--- src/logic/cache_pkg.sv ---
// ================================================
// cache_pkg
// widths, vector types, opcodes and result codes
// shared by the set-associative lookup pipe
// ================================================
package cache_pkg;

  // ================================================
  // geometry
  // ================================================
  localparam int NUM_WAYS      = 4;   // ways per set
  localparam int WAY_WIDTH     = 2;   // encoded way
  localparam int SET_WIDTH     = 4;   // 16 sets
  localparam int TAG_WIDTH     = 8;
  localparam int OFFSET_WIDTH  = 4;   // byte offset inside a line
  localparam int WORD_WIDTH    = 32;
  localparam int WORDS_IN_LINE = 4;

  // derived sizes
  localparam int ADDR_WIDTH      = TAG_WIDTH + SET_WIDTH + OFFSET_WIDTH;
  localparam int LINE_WIDTH      = WORD_WIDTH * WORDS_IN_LINE;
  localparam int WORD_SEL_WIDTH  = $clog2(WORDS_IN_LINE);  // upper offset bits
  localparam int LINE_ADDR_WIDTH = SET_WIDTH + WAY_WIDTH;
  localparam int NUM_SETS        = 1 << SET_WIDTH;
  localparam int NUM_LINES       = 1 << LINE_ADDR_WIDTH;    // data array depth

  // ================================================
  // vector types
  // ================================================
  typedef logic [ADDR_WIDTH-1:0]      addr_t;      // {tag, set, offset}
  typedef logic [TAG_WIDTH-1:0]       tag_t;
  typedef logic [SET_WIDTH-1:0]       set_t;
  typedef logic [OFFSET_WIDTH-1:0]    offset_t;    // msbs pick the word
  typedef logic [WORD_WIDTH-1:0]      word_t;
  typedef logic [LINE_WIDTH-1:0]      line_t;      // word 0 in the low bits
  typedef logic [NUM_WAYS-1:0]        way_vec_t;   // valid, mru, modified, hit, victim
  typedef logic [WAY_WIDTH-1:0]       way_t;
  typedef logic [LINE_ADDR_WIDTH-1:0] line_addr_t; // {set, way}
  typedef logic [3:0]                 lu_id_t;     // requester transaction id

  // ================================================
  // opcodes and result codes
  // ================================================
  typedef enum logic [1:0] {
    RD_LU   = 2'd0,
    WR_LU   = 2'd1,
    FILL_LU = 2'd2
  } lu_op_t;

  typedef enum logic [1:0] {
    NO_RSP = 2'd0,  // idle slot
    HIT    = 2'd1,
    MISS   = 2'd2,
    FILL   = 2'd3
  } lu_result_t;

  // far memory request kind
  typedef enum logic {
    FILL_REQ_OP    = 1'b0,
    DIRTY_EVICT_OP = 1'b1
  } fm_op_t;

endpackage

--- src/logic/lookup_if.sv ---
// ================================================
// lookup_if
// one lookup in q3, from tag_stage to rsp_stage
// ================================================
interface lookup_if;
  import cache_pkg::*;

  logic       valid;         // lookup present in q3
  lu_op_t     op;
  lu_id_t     id;
  tag_t       tag;
  set_t       set;
  offset_t    offset;
  word_t      word;          // write data
  line_t      cl_data;       // fill line
  logic       hit;
  line_addr_t line_addr;     // hit way, or victim way on a fill
  logic       dirty_evict;   // victim was valid and modified
  tag_t       victim_tag;    // tag before the fill overwrote it
  logic       fill_modified;

  // tag_stage side
  modport producer (
    output valid, op, id, tag, set, offset, word, cl_data,
    output hit, line_addr, dirty_evict, victim_tag, fill_modified
  );

  // rsp_stage side
  modport consumer (
    input valid, op, id, tag, set, offset, word, cl_data,
    input hit, line_addr, dirty_evict, victim_tag, fill_modified
  );

endinterface

--- src/logic/rsp_stage.sv ---
// ================================================
// rsp_stage
// q3 write merge, lookup response and far memory request
// ================================================
module rsp_stage (
  lookup_if.consumer            lu,
  input  cache_pkg::line_t      rd_line,
  output logic                  wr_valid,
  output cache_pkg::line_addr_t wr_line_addr,
  output cache_pkg::line_t      wr_line,
  output logic                  rsp_valid,
  output cache_pkg::lu_op_t     rsp_op,
  output cache_pkg::lu_result_t rsp_result,
  output cache_pkg::lu_id_t     rsp_id,
  output cache_pkg::addr_t      rsp_address,
  output cache_pkg::line_t      rsp_cl_data,
  output logic                  fm_req_valid,
  output cache_pkg::fm_op_t     fm_req_op,
  output cache_pkg::addr_t      fm_req_address,
  output cache_pkg::line_t      fm_req_data,
  output cache_pkg::lu_id_t     fm_req_id
);
  import cache_pkg::*;

  logic                      is_fill;
  logic                      is_read_hit;
  logic                      is_write_hit;
  logic                      is_miss;      // read or write miss
  logic                      is_dirty_fill;
  logic [WORD_SEL_WIDTH-1:0] word_sel;
  line_t                     merged_line;
  addr_t                     lu_address;

  assign is_fill       = lu.op == FILL_LU;
  assign is_read_hit   = (lu.op == RD_LU) && lu.hit;
  assign is_write_hit  = (lu.op == WR_LU) && lu.hit;
  assign is_miss       = lu.valid && !is_fill && !lu.hit;
  assign is_dirty_fill = lu.valid && is_fill && lu.dirty_evict;
  assign lu_address    = {lu.tag, lu.set, lu.offset};

  // ================================================
  // response
  // ================================================
  assign rsp_valid   = lu.valid;
  assign rsp_op      = lu.op;
  assign rsp_id      = lu.id;
  assign rsp_address = lu_address;

  always_comb begin
    if (!lu.valid)   rsp_result = NO_RSP;
    else if (is_fill) rsp_result = FILL;
    else if (lu.hit)  rsp_result = HIT;
    else              rsp_result = MISS;
  end

  assign rsp_cl_data = is_fill     ? lu.cl_data :
                       is_read_hit ? rd_line    :
                                     '0;

  // ================================================
  // write merge back into the data array
  // ================================================
  assign word_sel = lu.offset[OFFSET_WIDTH-1 -: WORD_SEL_WIDTH];

  always_comb begin
    merged_line = rd_line;                                  // current line
    merged_line[word_sel*WORD_WIDTH +: WORD_WIDTH] = lu.word; // replace one word
  end

  assign wr_valid     = lu.valid && (is_fill || is_write_hit);
  assign wr_line_addr = lu.line_addr;
  assign wr_line      = is_fill ? lu.cl_data : merged_line;

  // ================================================
  // far memory request
  // ================================================
  always_comb begin
    fm_req_valid   = 1'b0;
    fm_req_op      = FILL_REQ_OP;
    fm_req_address = '0;
    fm_req_data    = '0;
    fm_req_id      = lu.id;
    if (is_miss) begin
      // line fetch for a read or write miss
      fm_req_valid   = 1'b1;
      fm_req_op      = FILL_REQ_OP;
      fm_req_address = lu_address;
    end else if (is_dirty_fill) begin
      // old line leaves with its own tag
      fm_req_valid   = 1'b1;
      fm_req_op      = DIRTY_EVICT_OP;
      fm_req_address = {lu.victim_tag, lu.set, offset_t'(0)};
      fm_req_data    = rd_line;
    end
  end

endmodule

--- src/flat_wrapper.sv ---
// flat-port wrapper written by rule: the top's interface ports become plain ports
module rsp_stage_flat import cache_pkg::*;
  (rd_line, wr_valid, wr_line_addr, wr_line, rsp_valid, rsp_op, rsp_result, rsp_id, rsp_address, rsp_cl_data, fm_req_valid, fm_req_op, fm_req_address, fm_req_data, fm_req_id, lu_valid, lu_op, lu_id, lu_tag, lu_set, lu_offset, lu_word, lu_cl_data, lu_hit, lu_line_addr, lu_dirty_evict, lu_victim_tag, lu_fill_modified);
  lookup_if lu_i ();
  input  cache_pkg::line_t rd_line;
  output logic wr_valid;
  output cache_pkg::line_addr_t wr_line_addr;
  output cache_pkg::line_t wr_line;
  output logic rsp_valid;
  output cache_pkg::lu_op_t rsp_op;
  output cache_pkg::lu_result_t rsp_result;
  output cache_pkg::lu_id_t rsp_id;
  output cache_pkg::addr_t rsp_address;
  output cache_pkg::line_t rsp_cl_data;
  output logic fm_req_valid;
  output cache_pkg::fm_op_t fm_req_op;
  output cache_pkg::addr_t fm_req_address;
  output cache_pkg::line_t fm_req_data;
  output cache_pkg::lu_id_t fm_req_id;
  input wire logic [$bits(lu_i.valid)-1:0] lu_valid;
  input wire logic [$bits(lu_i.op)-1:0] lu_op;
  input wire logic [$bits(lu_i.id)-1:0] lu_id;
  input wire logic [$bits(lu_i.tag)-1:0] lu_tag;
  input wire logic [$bits(lu_i.set)-1:0] lu_set;
  input wire logic [$bits(lu_i.offset)-1:0] lu_offset;
  input wire logic [$bits(lu_i.word)-1:0] lu_word;
  input wire logic [$bits(lu_i.cl_data)-1:0] lu_cl_data;
  input wire logic [$bits(lu_i.hit)-1:0] lu_hit;
  input wire logic [$bits(lu_i.line_addr)-1:0] lu_line_addr;
  input wire logic [$bits(lu_i.dirty_evict)-1:0] lu_dirty_evict;
  input wire logic [$bits(lu_i.victim_tag)-1:0] lu_victim_tag;
  input wire logic [$bits(lu_i.fill_modified)-1:0] lu_fill_modified;
  assign lu_i.valid = lu_valid;
  assign lu_i.op = lu_op;
  assign lu_i.id = lu_id;
  assign lu_i.tag = lu_tag;
  assign lu_i.set = lu_set;
  assign lu_i.offset = lu_offset;
  assign lu_i.word = lu_word;
  assign lu_i.cl_data = lu_cl_data;
  assign lu_i.hit = lu_hit;
  assign lu_i.line_addr = lu_line_addr;
  assign lu_i.dirty_evict = lu_dirty_evict;
  assign lu_i.victim_tag = lu_victim_tag;
  assign lu_i.fill_modified = lu_fill_modified;
  rsp_stage u_core (.lu(lu_i), .rd_line(rd_line), .wr_valid(wr_valid), .wr_line_addr(wr_line_addr), .wr_line(wr_line), .rsp_valid(rsp_valid), .rsp_op(rsp_op), .rsp_result(rsp_result), .rsp_id(rsp_id), .rsp_address(rsp_address), .rsp_cl_data(rsp_cl_data), .fm_req_valid(fm_req_valid), .fm_req_op(fm_req_op), .fm_req_address(fm_req_address), .fm_req_data(fm_req_data), .fm_req_id(fm_req_id));
endmodule
--- config.mk ---
export PLATFORM = sky130hd
export DESIGN_NAME = rsp_stage_flat
export DESIGN_NICKNAME = d
export VERILOG_FILES = /design/src/logic/cache_pkg.sv /design/src/logic/lookup_if.sv /design/src/logic/rsp_stage.sv /design/src/flat_wrapper.sv
export SDC_FILE = /design/constraint.sdc
export NUM_CORES = 1
export LEC_CHECK = 0
export ABC_AREA = 1
export BUFFER_PORTS_ARGS = -buffer_cell sky130_fd_sc_hd__buf_2
export CORE_AREA = 3 3 298 300
export DETAILED_ROUTE_END_ITERATION = 6
export DIE_AREA = 0 0 301 303
export PLACE_DENSITY = 0.3
export SYNTH_ARGS = -nofsm -noshare
export SYNTH_HDL_FRONTEND = slang
export SYNTH_SLANG_ARGS = --single-unit
--- constraint.sdc ---
create_clock -name vclk -period 2
set_input_delay 0.3 -clock vclk [all_inputs]
set_output_delay 0.3 -clock vclk [all_outputs]
set_load 0.01 [all_outputs]
==> out/metrics.yaml <==
yosys:
  synth_simple_gate_area_frac: 0.562
  synth_compound_area_frac: 0.172
  yosysSeqAreaShare: 0
  synth.avg_cell_area_um2: 4.24
  synth-xor-area-share: 0
  ys_warn_count: 0
  muxShareOfSynthArea: 0
  synth.cell_area_um2: 5940
  syn_inst: 1401
  ys_types: 17
  synthAdderAreaFrac: 0.0105
  synth.net_count: 1734
  synth_top_family_by_area: "simple AND/OR/NAND/NOR gates"
critical_path:
  path_cells: "buf_8 -> inv_8 -> ha_4 -> inv_4 -> buf_6 -> nor2_4 -> buf_12 -> buf_16 -> nand3_2 -> nand2_1 -> nand2_1 -> nand2_1 -> buf_2"
  crit_arrival_ns: 1.72
  cp.required_ns: 1.70
  criticalPathCategory: "in2out"
  cp_max_fo: 8
  end_kind: "output port"
  crit_path_start_kind: "input pin"
  slowest_delay_ns: 0.30
  path_buf_inv: 7
  cpMostUsedCell: "nand2_1"
  slowest_stage: "ha_4"
  crit_family: "buffers and inverters"
detailed_routing:
  dr.pass1.iters: 4
  ant_nets: 0
  drc: 0
  wl_per_cell_um: 20.4
  routed_via_density: 3.47
  totalWireLength_um: 68100
  vias: 11600
  drt_iter0_markers: 613
sta:
  rsz0062_at_grt: "yes"
  relSlewSlack: 0.702
  hold_viol: 0
  tightest_slew_ns: 0.447
  finalMaxSlewViolations: 0
  period_needed_ns: 2.02
  post-route-period-util: 1.01
  clock.fmax_mhz: 495
  finalSetupViolations: 11
  worst_slack_ns: -0.0188
final_layout:
  area_delta_synth_final_pct: 125
  layout.cells.non_filler: 3333
  seqCellArea_um2: 0
  fillers: 10400
  nClkBuffers: 0
  final_area_um2: 13400
  final_nets: 2510
  final_layout_size_suffix_gt1_frac: 0.485
  seq_cell_count: 0
flow_run:
  max-cap-violations: 0
global_routing:
  track_usage: 0.136
  grt_pass1_vias: 11700
  antenna_found_initial: 13
  grt_pass1_wl_um: 88900
  overflow: 0
  grt_max_degree: 60
die:
  io_pins: 766
  die_w_um: 301
  die_h_um: 303
  row_count: 108
  die_area_um2: 91200
  start_util: 0.0687
  placeableCoreArea_um2: 86500
placement:
  io_buffers: 741
  placed_cell_area_um2: 11800
  placed_cells: 3302
  gp_congestion: 0.874
  detailedPlacementHpwl_um: 57400
hold_path:
  hp-class: "in2out"
power_and_ir_drop:
  power_leakage_nw: 8.31
  p_int_mw: 1.29
  p_per_area_nw_per_um2: 235
  comb_power_share: 1.000
  vdd_drop_max_mv: 0.0817
  p_switching_mw: 1.85
  clkPwrFrac: 0
  sw_frac_of_total: 0.588
  seqPwrFrac: 0
clock_tree:
  cts-hold-fix-buffers: 0
run_status:
  violations: "negative setup slack"
  status: "finished with violations"
==> cells in the final DEF, fill, tap and decap left out, drive strengths merged <==
master    n
buf     896
nand2   611
o21ai   202
inv     201
nor2    177
nand3    75
clkbuf    5
ha        5
diode     3
a21oi     2
clkinv    1
==> cells in the mapped netlist (2+ instances only) <==
library cell	number	area (um2)
a21oi_1	2	10.0
buf_2	48	240
buf_4	35	263
buf_6	12	135
clkbuf_1	31	116
ha_1	5	62.6
inv_1	199	747
inv_2	2	7.51
nand2_1	610	2290
nand3_1	75	375
nor2_1	174	653
nor2_2	3	18.8
o21ai_0	188	941
o21ai_1	14	70.1
==> final timing paths <==
check | start | to | slack [ns] | cells past startpoint
max | lu_offset[3] | wr_line[75] | -0.02 | 13
min | lu_id[1] | rsp_id[1] | 0.60 | 0
==> metrics by stage <==
step / power (mW) / TNS, ns / util / hold WS (ns) / worst slack [ns]
3_5_place_dp: 2.77 / -25.43 / 0.137 / 0.600 / -0.467
3_3_place_gp: 2.80 / -24.57 / 0.137 / 0.600 / -0.496
5_1_grt: 3.44 / -5.81 / 0.154 / 0.600 / -0.130
2_1_floorplan: 1.14 / 0 / - / 0.682 / 0.147
4_1_cts: 3.04 / -1.53 / 0.146 / 0.600 / -0.0746
6_report: 3.14 / -0.0916 / 0.154 / 0.600 / -0.0188
==> logic make-up after synthesis <==
kind of cell             Yosys count
AND/OR/NAND/NOR                  863
adder cells (fa/ha/maj)            5
buffers and inverters            329
AO/OA/AOI/OAI                    204
==> cell type report <==
| type | instances | area, um2 | share of cell area |
|---|---|---|---|
| antenna | 3 | 7.51 | 0.000562 |
| tap | 1155 | 1450 | 0.108 |
| timing repair buffer | 901 | 5960 | 0.446 |
| multi-input combinational | 1072 | 5150 | 0.386 |
| inverter | 202 | 790 | 0.0591 |
==> repair_timing <==
action / CTS / global route
pin swaps: 19 / 44
setup endpoints to repair: 137 / 178
buffers inserted: 10 / 9
resized for setup: 138 / 164
gates cloned: 5 / 6
endpoints found under the hold margin: 0 / 0
==> power groups by stage <==
stage	Sequential (mW)	Combinational (mW)	Clock, mW
global route	0	3.44	0.0000000670
CTS	0	3.04	0
detailed placement	0	2.77	0
global placement	0	2.80	0
finish	0	3.14	0.000000201
floorplan	0	1.14	0
==> per-layer routing <==
metal | GRT usage | wire length, um | vias up
li1 | - | - | 5746
met1 | 0.178 | 30300 | 5288
met2 | 0.240 | 32800 | 486
met3 | 0.0181 | 3620 | 51
met4 | 0.0232 | 1340 | 2
met5 | 0 | 9 | -
Note: power is estimated with default switching activity, not from simulation.
